### src/id_settings.svh
/*
 * Decode stage widths and constants
 * Data and PC width, register index width and link increment
 */

`ifndef ID_SETTINGS_SVH
`define ID_SETTINGS_SVH

// Data path and PC width
`define ID_XLEN 32

// 32 architectural registers
`define ID_REG_ADDR_W 5

// Next sequential PC, no compressed support
`define ID_PC_INCR 4

`endif
### src/id_pkg.sv
/*
 * Decode stage package
 * Width types, selector encodings and the structs passed between blocks
 */

`default_nettype none

`include "id_settings.svh"

package id_pkg;

  typedef logic [`ID_XLEN-1:0]       word_t;
  typedef logic [31:0]               instr_t;
  typedef logic [`ID_REG_ADDR_W-1:0] reg_addr_t;

  // Arithmetic, logic and compare operations
  typedef enum logic [3:0] {
    ALU_ADD, ALU_SUB, ALU_XOR, ALU_OR, ALU_AND, ALU_SLL, ALU_SRL, ALU_SRA,
    ALU_SLT, ALU_SLTU, ALU_EQ, ALU_NE, ALU_LT, ALU_GE, ALU_LTU, ALU_GEU
  } alu_op_e;

  typedef enum logic [1:0] {OP_A_REG_A, OP_A_CURRPC, OP_A_ZERO} op_a_sel_e;
  typedef enum logic {OP_B_REG_B, OP_B_IMM} op_b_sel_e;

  // Immediate source for operand B
  typedef enum logic [2:0] {
    IMM_B_I, IMM_B_S, IMM_B_B, IMM_B_U, IMM_B_J, IMM_B_INCR_PC
  } imm_b_sel_e;

  // Access size, LSU encoding
  typedef enum logic [1:0] {LSU_WORD = 2'b00, LSU_HALF = 2'b01, LSU_BYTE = 2'b10} lsu_type_e;

  typedef enum logic {FIRST_CYCLE, MULTI_CYCLE} id_fsm_e;

  // Decoder control fields
  typedef struct packed {
    alu_op_e    alu_op;
    op_a_sel_e  op_a_sel;
    op_b_sel_e  op_b_sel;
    imm_b_sel_e imm_b_sel;
    logic       rf_we;
    logic       lsu_req;
    logic       lsu_we;
    lsu_type_e  lsu_type;
    logic       lsu_sign_ext;
    logic       branch;
    logic       jump;
    logic       illegal;
  } dec_ctrl_t;

  // All five sign-extended immediates
  typedef struct packed {
    word_t i_type;
    word_t s_type;
    word_t b_type;
    word_t u_type;
    word_t j_type;
  } imm_set_t;

  // Request to EX
  typedef struct packed {
    alu_op_e alu_op;
    word_t   operand_a;
    word_t   operand_b;
  } ex_req_t;

  // Side-band fields of an LSU request
  typedef struct packed {
    logic      we;
    lsu_type_e data_type;
    logic      sign_ext;
    word_t     wdata;
  } lsu_req_t;

endpackage

`default_nettype wire

### src/id_stage.sv
/*
 * RV32I decode and issue stage
 * Decoder, operand mux and sequencer for a core without writeback stage
 */

`timescale 1ns/1ps
`default_nettype none

module id_stage import id_pkg::*; (
  input  logic      clk_i,
  input  logic      rst_ni,

  // Fetch side
  input  logic      instr_valid_i,
  input  instr_t    instr_i,
  input  word_t     pc_i,
  output logic      instr_done_o,
  output logic      illegal_insn_o,

  // Register file read
  output reg_addr_t rf_raddr_a_o,
  output reg_addr_t rf_raddr_b_o,
  input  word_t     rf_rdata_a_i,
  input  word_t     rf_rdata_b_i,

  // EX
  output ex_req_t   ex_req_o,
  input  logic      branch_decision_i,
  input  logic      ex_valid_i,
  input  word_t     result_ex_i,

  // LSU
  output logic      lsu_req_o,
  output lsu_req_t  lsu_req_s_o,
  input  logic      lsu_resp_valid_i,

  // Redirect to fetch
  output logic      pc_set_o,

  // Register file write
  output logic      rf_we_o,
  output reg_addr_t rf_waddr_o,
  output word_t     rf_wdata_o
);

  dec_ctrl_t ctrl;
  imm_set_t  imm;
  logic      first_cycle;

  // Combinational decode of the current instruction
  id_decoder decoder0 (
    .instr_i      (instr_i),
    .first_cycle_i(first_cycle),
    .ctrl_o       (ctrl),
    .imm_o        (imm),
    .rf_raddr_a_o (rf_raddr_a_o),
    .rf_raddr_b_o (rf_raddr_b_o),
    .rf_waddr_o   (rf_waddr_o)
  );

  id_operand_mux operand_mux0 (
    .ctrl_i      (ctrl),
    .imm_i       (imm),
    .pc_i        (pc_i),
    .rf_rdata_a_i(rf_rdata_a_i),
    .rf_rdata_b_i(rf_rdata_b_i),
    .ex_req_o    (ex_req_o),
    .lsu_req_s_o (lsu_req_s_o)
  );

  id_fsm fsm0 (
    .clk_i            (clk_i),
    .rst_ni           (rst_ni),
    .instr_valid_i    (instr_valid_i),
    .ctrl_i           (ctrl),
    .branch_decision_i(branch_decision_i),
    .ex_valid_i       (ex_valid_i),
    .lsu_resp_valid_i (lsu_resp_valid_i),
    .first_cycle_o    (first_cycle),
    .instr_done_o     (instr_done_o),
    .lsu_req_o        (lsu_req_o),
    .rf_we_o          (rf_we_o),
    .pc_set_o         (pc_set_o),
    .illegal_insn_o   (illegal_insn_o)
  );

  // Write data straight from EX
  assign rf_wdata_o = result_ex_i;

endmodule

`default_nettype wire

### src/id_fsm.sv
/*
 * Decode stage sequencer
 * First/multi-cycle FSM, stalls, done pulse, request gating and PC redirect
 */

`timescale 1ns/1ps
`default_nettype none

module id_fsm import id_pkg::*; (
  input  logic      clk_i,
  input  logic      rst_ni,
  input  logic      instr_valid_i,
  input  dec_ctrl_t ctrl_i,
  input  logic      branch_decision_i,
  input  logic      ex_valid_i,
  input  logic      lsu_resp_valid_i,
  output logic      first_cycle_o,
  output logic      instr_done_o,
  output logic      lsu_req_o,
  output logic      rf_we_o,
  output logic      pc_set_o,
  output logic      illegal_insn_o
);

  id_fsm_e id_fsm_q, id_fsm_d;

  logic stall_mem;
  logic stall_branch;
  logic stall_jump;
  logic stall_id;
  logic instr_done;
  logic multicycle_done;
  logic branch_set_d, branch_set_q;
  logic jump_set_raw;
  logic set_done_d, set_done_q;

  ////////////////////////////////////////////////////////////////////////////
  // State register
  always_ff @(posedge clk_i or negedge rst_ni) begin : fsm_reg
    if (!rst_ni) begin
      id_fsm_q <= FIRST_CYCLE;
    end else if (instr_valid_i) begin
      id_fsm_q <= id_fsm_d;
    end
  end

  // Instruction stays in its first cycle until it moves on
  assign first_cycle_o = instr_valid_i & (id_fsm_q == FIRST_CYCLE);

  // Loads and stores wait for the LSU, everything else for EX
  assign multicycle_done = ctrl_i.lsu_req ? lsu_resp_valid_i : ex_valid_i;

  always_comb begin : fsm_next
    id_fsm_d     = id_fsm_q;
    stall_branch = 1'b0;
    stall_jump   = 1'b0;
    branch_set_d = 1'b0;
    jump_set_raw = 1'b0;

    if (instr_valid_i) begin
      unique case (id_fsm_q)
        FIRST_CYCLE: begin
          if (ctrl_i.lsu_req) begin
            id_fsm_d = MULTI_CYCLE;
          end else if (ctrl_i.branch) begin
            // Taken branch computes its target next cycle
            id_fsm_d     = branch_decision_i ? MULTI_CYCLE : FIRST_CYCLE;
            stall_branch = branch_decision_i;
            branch_set_d = branch_decision_i;
          end else if (ctrl_i.jump) begin
            // Target ready now, link value next cycle
            id_fsm_d     = MULTI_CYCLE;
            stall_jump   = 1'b1;
            jump_set_raw = 1'b1;
          end
        end
        MULTI_CYCLE: begin
          if (multicycle_done) begin
            id_fsm_d = FIRST_CYCLE;
          end else begin
            stall_branch = ctrl_i.branch;
            stall_jump   = ctrl_i.jump;
          end
        end
        default: id_fsm_d = FIRST_CYCLE;
      endcase
    end
  end

  ////////////////////////////////////////////////////////////////////////////
  // Stalls and completion
  // Memory ops always stall cycle 1, then until the response
  assign stall_mem  = instr_valid_i & ctrl_i.lsu_req & (~lsu_resp_valid_i | first_cycle_o);
  assign stall_id   = stall_mem | stall_branch | stall_jump;
  assign instr_done = instr_valid_i & ~stall_id;

  assign instr_done_o   = instr_done;
  assign lsu_req_o      = ctrl_i.lsu_req & first_cycle_o;
  assign rf_we_o        = ctrl_i.rf_we & instr_done;
  assign illegal_insn_o = instr_valid_i & ctrl_i.illegal;

  ////////////////////////////////////////////////////////////////////////////
  // Redirect
  // Branch decision flopped, redirect in cycle 2
  // Set-done flag blocks a second redirect of the same instruction
  assign set_done_d = (branch_set_q | jump_set_raw | set_done_q) & ~instr_done;

  always_ff @(posedge clk_i or negedge rst_ni) begin : redirect_reg
    if (!rst_ni) begin
      branch_set_q <= 1'b0;
      set_done_q   <= 1'b0;
    end else begin
      branch_set_q <= branch_set_d;
      set_done_q   <= set_done_d;
    end
  end

  assign pc_set_o = (branch_set_q | jump_set_raw) & ~set_done_q;

endmodule

`default_nettype wire

### src/id_operand_mux.sv
/*
 * ALU operand selection
 * Operand A, operand B and the store data for the current instruction
 */

`timescale 1ns/1ps
`default_nettype none

`include "id_settings.svh"

module id_operand_mux import id_pkg::*; (
  input  dec_ctrl_t ctrl_i,
  input  imm_set_t  imm_i,
  input  word_t     pc_i,
  input  word_t     rf_rdata_a_i,
  input  word_t     rf_rdata_b_i,
  output ex_req_t   ex_req_o,
  output lsu_req_t  lsu_req_s_o
);

  word_t imm_b;

  ////////////////////////////////////////////////////////////////////////////
  // Immediate for operand B
  always_comb begin : imm_b_mux
    unique case (ctrl_i.imm_b_sel)
      IMM_B_I:       imm_b = imm_i.i_type;
      IMM_B_S:       imm_b = imm_i.s_type;
      IMM_B_B:       imm_b = imm_i.b_type;
      IMM_B_U:       imm_b = imm_i.u_type;
      IMM_B_J:       imm_b = imm_i.j_type;
      // Link value offset
      IMM_B_INCR_PC: imm_b = word_t'(`ID_PC_INCR);
      default:       imm_b = word_t'(`ID_PC_INCR);
    endcase
  end

  ////////////////////////////////////////////////////////////////////////////
  // Operand A
  always_comb begin : op_a_mux
    unique case (ctrl_i.op_a_sel)
      OP_A_REG_A:  ex_req_o.operand_a = rf_rdata_a_i;
      OP_A_CURRPC: ex_req_o.operand_a = pc_i;
      // LUI adds to zero
      default:     ex_req_o.operand_a = '0;
    endcase
  end

  // Operand B, register or immediate
  assign ex_req_o.operand_b = (ctrl_i.op_b_sel == OP_B_IMM) ? imm_b : rf_rdata_b_i;
  assign ex_req_o.alu_op    = ctrl_i.alu_op;

  // LSU side-band, store data always rs2
  assign lsu_req_s_o.we        = ctrl_i.lsu_we;
  assign lsu_req_s_o.data_type = ctrl_i.lsu_type;
  assign lsu_req_s_o.sign_ext  = ctrl_i.lsu_sign_ext;
  assign lsu_req_s_o.wdata     = rf_rdata_b_i;

endmodule

`default_nettype wire

### src/id_decoder.sv
/*
 * RV32I instruction decoder
 * Opcode and function fields to ALU, operand and LSU controls,
 * register indices and the sign-extended immediates
 */

`timescale 1ns/1ps
`default_nettype none

`include "id_settings.svh"

module id_decoder import id_pkg::*; (
  input  instr_t    instr_i,
  input  logic      first_cycle_i,
  output dec_ctrl_t ctrl_o,
  output imm_set_t  imm_o,
  output reg_addr_t rf_raddr_a_o,
  output reg_addr_t rf_raddr_b_o,
  output reg_addr_t rf_waddr_o
);

  // Base opcodes
  localparam logic [6:0] OPC_LOAD   = 7'h03;
  localparam logic [6:0] OPC_OP_IMM = 7'h13;
  localparam logic [6:0] OPC_AUIPC  = 7'h17;
  localparam logic [6:0] OPC_STORE  = 7'h23;
  localparam logic [6:0] OPC_OP     = 7'h33;
  localparam logic [6:0] OPC_LUI    = 7'h37;
  localparam logic [6:0] OPC_BRANCH = 7'h63;
  localparam logic [6:0] OPC_JALR   = 7'h67;
  localparam logic [6:0] OPC_JAL    = 7'h6f;

  logic [6:0] opcode;
  logic [2:0] funct3;
  logic [6:0] funct7;
  logic       sign;

  assign opcode = instr_i[6:0];
  assign funct3 = instr_i[14:12];
  assign funct7 = instr_i[31:25];
  assign sign   = instr_i[31];

  // Register fields sit at fixed positions
  assign rf_raddr_a_o = instr_i[19:15];
  assign rf_raddr_b_o = instr_i[24:20];
  assign rf_waddr_o   = instr_i[11:7];

  ////////////////////////////////////////////////////////////////////////////
  // Immediates
  assign imm_o.i_type = {{(`ID_XLEN-12){sign}}, instr_i[31:20]};
  assign imm_o.s_type = {{(`ID_XLEN-12){sign}}, instr_i[31:25], instr_i[11:7]};
  // Branch offset, bit 0 always zero
  assign imm_o.b_type = {{(`ID_XLEN-13){sign}}, sign, instr_i[7], instr_i[30:25],
                         instr_i[11:8], 1'b0};
  assign imm_o.u_type = {instr_i[31:12], {(`ID_XLEN-20){1'b0}}};
  assign imm_o.j_type = {{(`ID_XLEN-21){sign}}, sign, instr_i[19:12], instr_i[20],
                         instr_i[30:21], 1'b0};

  ////////////////////////////////////////////////////////////////////////////
  // Control decode
  always_comb begin : decode
    ctrl_o.alu_op       = ALU_ADD;
    ctrl_o.op_a_sel     = OP_A_REG_A;
    ctrl_o.op_b_sel     = OP_B_REG_B;
    ctrl_o.imm_b_sel    = IMM_B_I;
    ctrl_o.rf_we        = 1'b0;
    ctrl_o.lsu_req      = 1'b0;
    ctrl_o.lsu_we       = 1'b0;
    ctrl_o.lsu_type     = LSU_WORD;
    ctrl_o.lsu_sign_ext = 1'b0;
    ctrl_o.branch       = 1'b0;
    ctrl_o.jump         = 1'b0;
    ctrl_o.illegal      = 1'b0;

    unique case (opcode)
      OPC_OP, OPC_OP_IMM: begin
        ctrl_o.rf_we = 1'b1;
        if (opcode == OPC_OP_IMM) begin
          ctrl_o.op_b_sel = OP_B_IMM;
        end
        unique case (funct3)
          3'b000: ctrl_o.alu_op = (opcode == OPC_OP && funct7[5]) ? ALU_SUB : ALU_ADD;
          3'b001: ctrl_o.alu_op = ALU_SLL;
          3'b010: ctrl_o.alu_op = ALU_SLT;
          3'b011: ctrl_o.alu_op = ALU_SLTU;
          3'b100: ctrl_o.alu_op = ALU_XOR;
          3'b101: ctrl_o.alu_op = funct7[5] ? ALU_SRA : ALU_SRL;
          3'b110: ctrl_o.alu_op = ALU_OR;
          default: ctrl_o.alu_op = ALU_AND;
        endcase
        // funct7 legal only as zero, or 0x20 for sub and arithmetic shift
        if (opcode == OPC_OP || funct3 == 3'b001 || funct3 == 3'b101) begin
          if (funct7 == 7'h20) begin
            ctrl_o.illegal = ~(funct3 == 3'b101 || (funct3 == 3'b000 && opcode == OPC_OP));
          end else begin
            ctrl_o.illegal = (funct7 != 7'h00);
          end
        end
      end

      OPC_LUI, OPC_AUIPC: begin
        // Zero or PC plus upper immediate
        ctrl_o.op_a_sel  = (opcode == OPC_LUI) ? OP_A_ZERO : OP_A_CURRPC;
        ctrl_o.op_b_sel  = OP_B_IMM;
        ctrl_o.imm_b_sel = IMM_B_U;
        ctrl_o.rf_we     = 1'b1;
      end

      OPC_LOAD, OPC_STORE: begin
        // Address is rs1 plus offset
        ctrl_o.op_b_sel     = OP_B_IMM;
        ctrl_o.imm_b_sel    = (opcode == OPC_STORE) ? IMM_B_S : IMM_B_I;
        ctrl_o.lsu_req      = 1'b1;
        ctrl_o.lsu_we       = (opcode == OPC_STORE);
        ctrl_o.rf_we        = (opcode == OPC_LOAD);
        ctrl_o.lsu_sign_ext = (opcode == OPC_LOAD) & ~funct3[2];
        unique case (funct3[1:0])
          2'b00:   ctrl_o.lsu_type = LSU_BYTE;
          2'b01:   ctrl_o.lsu_type = LSU_HALF;
          default: ctrl_o.lsu_type = LSU_WORD;
        endcase
        // Unsigned variants only for loads of byte and half
        ctrl_o.illegal = (funct3[1:0] == 2'b11) ||
                         (funct3[2] && (opcode == OPC_STORE || funct3[1]));
      end

      OPC_BRANCH: begin
        ctrl_o.branch = 1'b1;
        if (first_cycle_i) begin
          // Compare rs1 with rs2
          unique case (funct3)
            3'b000:  ctrl_o.alu_op = ALU_EQ;
            3'b001:  ctrl_o.alu_op = ALU_NE;
            3'b100:  ctrl_o.alu_op = ALU_LT;
            3'b101:  ctrl_o.alu_op = ALU_GE;
            3'b110:  ctrl_o.alu_op = ALU_LTU;
            default: ctrl_o.alu_op = ALU_GEU;
          endcase
        end else begin
          // Target PC + B offset
          ctrl_o.op_a_sel  = OP_A_CURRPC;
          ctrl_o.op_b_sel  = OP_B_IMM;
          ctrl_o.imm_b_sel = IMM_B_B;
        end
        ctrl_o.illegal = (funct3[2:1] == 2'b01);
      end

      OPC_JAL, OPC_JALR: begin
        ctrl_o.jump     = 1'b1;
        ctrl_o.rf_we    = 1'b1;
        ctrl_o.op_b_sel = OP_B_IMM;
        if (first_cycle_i) begin
          // Jump target
          ctrl_o.op_a_sel  = (opcode == OPC_JAL) ? OP_A_CURRPC : OP_A_REG_A;
          ctrl_o.imm_b_sel = (opcode == OPC_JAL) ? IMM_B_J : IMM_B_I;
        end else begin
          // Link value
          ctrl_o.op_a_sel  = OP_A_CURRPC;
          ctrl_o.imm_b_sel = IMM_B_INCR_PC;
        end
        ctrl_o.illegal = (opcode == OPC_JALR) && (funct3 != 3'b000);
      end

      default: ctrl_o.illegal = 1'b1;
    endcase

    // Illegal encodings request nothing
    if (ctrl_o.illegal) begin
      ctrl_o.rf_we   = 1'b0;
      ctrl_o.lsu_req = 1'b0;
      ctrl_o.lsu_we  = 1'b0;
      ctrl_o.branch  = 1'b0;
      ctrl_o.jump    = 1'b0;
    end
  end

endmodule

`default_nettype wire

### config.mk
export PLATFORM = sky130hd
export DESIGN_NAME = id_stage
export DESIGN_NICKNAME = d
export VERILOG_FILES = /design/src/id_pkg.sv /design/src/id_stage.sv /design/src/id_fsm.sv /design/src/id_operand_mux.sv /design/src/id_decoder.sv
export VERILOG_INCLUDE_DIRS = /design/src /design/src/src
export SDC_FILE = /design/constraint.sdc
export NUM_CORES = 1
export LEC_CHECK = 0
export BUFFER_PORTS_ARGS = -buffer_cell sky130_fd_sc_hd__buf_2
export CORE_AREA = 2 2 124 126
export DETAILED_ROUTE_END_ITERATION = 8
export DIE_AREA = 0 0 126 128
export GPL_TIMING_DRIVEN = 0
export PLACE_DENSITY = 0.44
export SYNTH_ARGS = -nofsm -noshare
export SYNTH_HDL_FRONTEND = slang
export SYNTH_SLANG_ARGS = --single-unit
### constraint.sdc
create_clock -name clk_i -period 5.2 [get_ports clk_i]
set_input_delay 0.52 -clock clk_i [delete_from_list [all_inputs] [get_ports clk_i]]
set_output_delay 0.52 -clock clk_i [all_outputs]
set_load 0.01 [all_outputs]
**Yosys cells after proc, flatten, opt, wreduce, memory -nomap -nowiden**

Index checks and enable logic that the tools add are counted.

- Bits in registers: 3
- Input bits: 166
- Output and inout bits: 156
- Word-level logic and storage cells: 121

- Equality and inequality tests: 24
- Multiplexer cells: 51
- Bitwise gates (word level): 22
- Reductions and logical operators: 21

Operators with widths:

| kind | count |
|---|---|
| 32-bit case mux with 5 select lines | 1 |
| 32-bit case mux with 2 select lines | 1 |
| 32-bit two-way mux | 1 |
| 7-bit by 6-bit == test with 1-bit output (second input constant) | 4 |
| 4-bit case mux with 7 select lines | 1 |
| 1-bit two-way mux | 27 |
| 7-bit == test (second input constant) | 3 |
| 3-bit case mux with 5 select lines | 1 |
| 7-bit by 5-bit == test with 1-bit output (second input constant) | 2 |
| 3-bit by 2-bit == test with 1-bit output (second input constant) | 4 |
| 3-bit == test (second input constant) | 4 |
| 3-bit case mux with 4 select lines | 1 |
| 6-bit OR reduction | 2 |
| 1-bit bitwise AND | 10 |
| 5-bit two-way mux | 2 |
| 3-bit two-way mux | 3 |
| 1-bit case mux with 2 select lines | 4 |
| 4-bit case mux with 2 select lines | 1 |
| 2-bit OR reduction | 4 |
| 7-bit by 2-bit == test with 1-bit output (second input constant) | 1 |
| 1-bit inverter | 7 |
| 7-bit nonzero test | 1 |
| 2-bit by 1-bit == test with 1-bit output (second input constant) | 3 |
| 3-bit by 1-bit == test with 1-bit output (second input constant) | 2 |
| other kinds (13) | 28 |

**Longest topological paths before layout**

- Depth after elaboration: 18
- Gate-level depth with buffers: 8
- Depth with buffers taken out: 5

**By module**

Synthesis repeated with hierarchy kept, for this count alone.

- Cells, all modules: 612
- Area, all modules: 4610.7 sq um

Modules (own cells, without submodules):

| module | times used | cells an instance | area an instance (sq um) | sequential area each (sq um) |
|---|---|---|---|---|
| id_operand_mux | 1 | 310 | 2379.8 | 0.0 |
| id_decoder | 1 | 247 | 1767.9 | 0.0 |
| id_stage | 1 | 32 | 240.2 | 0.0 |
| id_fsm | 1 | 23 | 222.7 | 75.1 |

**Worst setup path before layout**

No wires, ideal clock.

- Path kind: input to output
- Start point: input instr_i[3]
- End point: output ex_req_o[31] (netlist bit)
- Arrival time: 2052 ps
- Required time: 4680 ps
- Path slack: 2628 ps
- Stages on the path: 8
- Buffers on the path: 3
- Cells stage by stage: buf_2 nor2_2 nand3_1 o2111a_2 and2_4 buf_6 buf_6 o31ai_1

RTL lines:

| what | RTL line | RTL |
|---|---|---|
| from (decl) | id_stage.sv:15 | `input instr_t instr_i,` |
| to (decl) | id_stage.sv:27 | `output ex_req_t ex_req_o,` |

==> flow_metrics.tcl <==
set metrics [dict create \
    antenna_left 0 \
    cts.path.max_buffers 2 \
    synth_async_sr_flop_share 1.000 \
    start_kind "input port" \
    netlist.area_leader.share 0.2509 \
    p_per_area_mw_per_mm2 115.0 \
    grt_overflow 0 \
    clkSinkCount 3 \
    critical-path-top-delay-family "compound AO/OA/AOI/OAI gates" \
    critPathMaxStageDelay_ps 820 \
    yosysTopAreaCell "buf_4" \
    critical_path_required_ps 4680 \
    hold_violations 0 \
    grt_pass1_wl_microns 18670 \
    grt_max_degree 11 \
    initial_core_util 0.1590 \
    ctsResizeCount 0 \
    max_freq_mhz 285.0 \
    n_antenna_cell 0 \
    synth_nets 495 \
    synth.distinct_cells 59 \
    nNetsFinal 789 \
    yosys_most_used_dff "dfrtp_1" \
    max_cap_viol_count 0 \
    path_buf_inv 3 \
    die_h_microns 128 \
    numCtsBuffers 3 \
    finalMaxSlewViolations 0 \
    cp_max_fo 10 \
    finClkSkew_ps 0.07558 \
    status "complete, no violations" \
    r2r_slack_ps 3590 \
    core_area_sq_mm 0.01486 \
    grt_use_total 0.1445 \
    hold_class "input port to asynchronous set/reset pin" \
    io_buffer_count 289 \
    gp_congestion 0.8598 \
    avgSynthCellArea_sq_um 7.184 \
    synth.most_common_cell "buf_4" \
    critPathArrivalTime_ps 2990 \
    cts_tree "built" \
    ys_seq_area_frac 0.03176 \
    drc_errors 0 \
    worstMarginPinSlew_ps 961.0 \
    syn_area_sq_mm 0.002364 \
    setup_violations 0 \
    clkSlewWorstSetupHoldPaths_ps 30 \
    syn_inst 329 \
    cpMostUsedCell "buf_2" \
    p_leak_nw 2.358 \
    die_w_microns 126 \
    fill_cells 1675 \
    synth_area_leaders "buf_4, a22o_1, a221o_1" \
    grt_pass1_vias 3459 \
    root_buffer "clkbuf_16" \
    drive_gt1_frac 0.6527 \
    worstPathCellList "buf_2 -> buf_2 -> nor4b_1 -> a31oi_1 -> a2111oi_0 -> o311ai_1 -> nor4_1 -> buf_2" \
    num_rows 45 \
    cts_htree_levels 1 \
    area_growth_pct 74.48 \
    tns_ps 0 \
    maxSlewHeadroom 0.3492 \
    cts-hold-fix-buffers 0 \
    die_area_sq_mm 0.01613 \
    synth_common_cells "buf_4, a22o_1, nand2_1, inv_1" \
    io_pins 322 \
    rsz0062_at_grt "false" \
    routedWlPerCell_microns 16.31 \
    insertion_delay_ps 220 \
    dr.pass1.iters 4 \
    cp_slowest_cell "a2111oi_0" \
    synth_seq_cells 3 \
    yosys_warnings 0 \
    crit_type "input port to output pin" \
    wl_microns 13210 \
    dpl.hpwl_microns 11630 \
    worst_setup_path_end_kind "output pin" \
    finalCritPeriodShare 0.6748 \
    period_needed_ps 3509 \
    vdd.ir_drop.worst_mv 0.08946 \
    synth-edff-count 0 \
    cts_setup_buffers 0 \
    viasPerCell 4.491 \
    antenna_found_initial 0 \
    dr_total_vias 3638 \
    first_iter_violations 131 \
    fin_util 0.2774 \
]
[per-layer routing]
layer | wire length, microns | up-vias | global-route usage
met5 | 0 | - | 0
li1 | - | 1740 | -
met2 | 7073 | 210 | 0.2808
met4 | 182 | 0 | 0.02327
met1 | 4898 | 1678 | 0.1689
met3 | 1056 | 10 | 0.02212
[state kept, by name (all words and copies together), names as in the netlist]
register	count
fsm0.branch_set_q	1
fsm0.id_fsm_q	1
fsm0.set_done_q	1
[final cells by class]
class,count,area (sq um),area share
Clock buffer,4,78.83,0.01911
Inverter,17,63.81,0.01547
Timing Repair Buffer,289,1446,0.3507
Multi-Input combinational cell,202,1479,0.3586
Sequential cell,3,75.07,0.01820
Buffer,107,745.7,0.1808
Tap cell,188,235.2,0.05704
[report_power, final]
part | switching (W) | internal [W] | leakage, nW
registers | 0.000000441 | 0.0000252 | 0.0415
clock network | 0.0000228 | 0.000101 | 0.0382
logic | 0.000159 | 0.000166 | 2.28
[per-stage QoR]
step	total power [W]	cell area (sq um)	cells	setup WS [ps]	hold slack (ps)
after floorplan	0.0001992	2364	329	2628	224.4
after global placement	0.0003524	4045	806	1538	316.3
after detailed placement	0.0003525	4045	806	1468	319.1
after CTS	0.0004794	4124	810	1444	86.87
after global routing	0.0005055	4124	810	1401	89.63
final	0.0004742	4124	810	1691	85.93
[placed cells by master, fill, tap and decap left out, drive strengths merged, types with 8 or more instances in the layout]
master,n
buf,387
a22o,33
nand2,25
inv,17
o21ai,16
nand3,15
nor3,13
clkbuf,13
a221o,12
a221oi,9
nor2,9
a21oi,8
[cells by family after synthesis]
logic type	after synthesis	share of synthesized area
flops	3	0.03176
buf+inv	124	0.3425
mux	3	0.01376
compound gates	105	0.3949
simple gates	94	0.2171
[final timing paths]
kind,from,endpoint,depth (start not counted)
max in group asynchronous,rst_ni,fsm0.branch_set_q,1
max,instr_i[5],lsu_req_s_o[35],8
max reg2reg,fsm0.id_fsm_q,fsm0.set_done_q,5
min in group clk_i,branch_decision_i,fsm0.branch_set_q,3
min,rst_ni,fsm0.id_fsm_q,1
min reg2reg,fsm0.set_done_q,fsm0.set_done_q,2
Note: power is estimated with default switching activity, not from simulation.
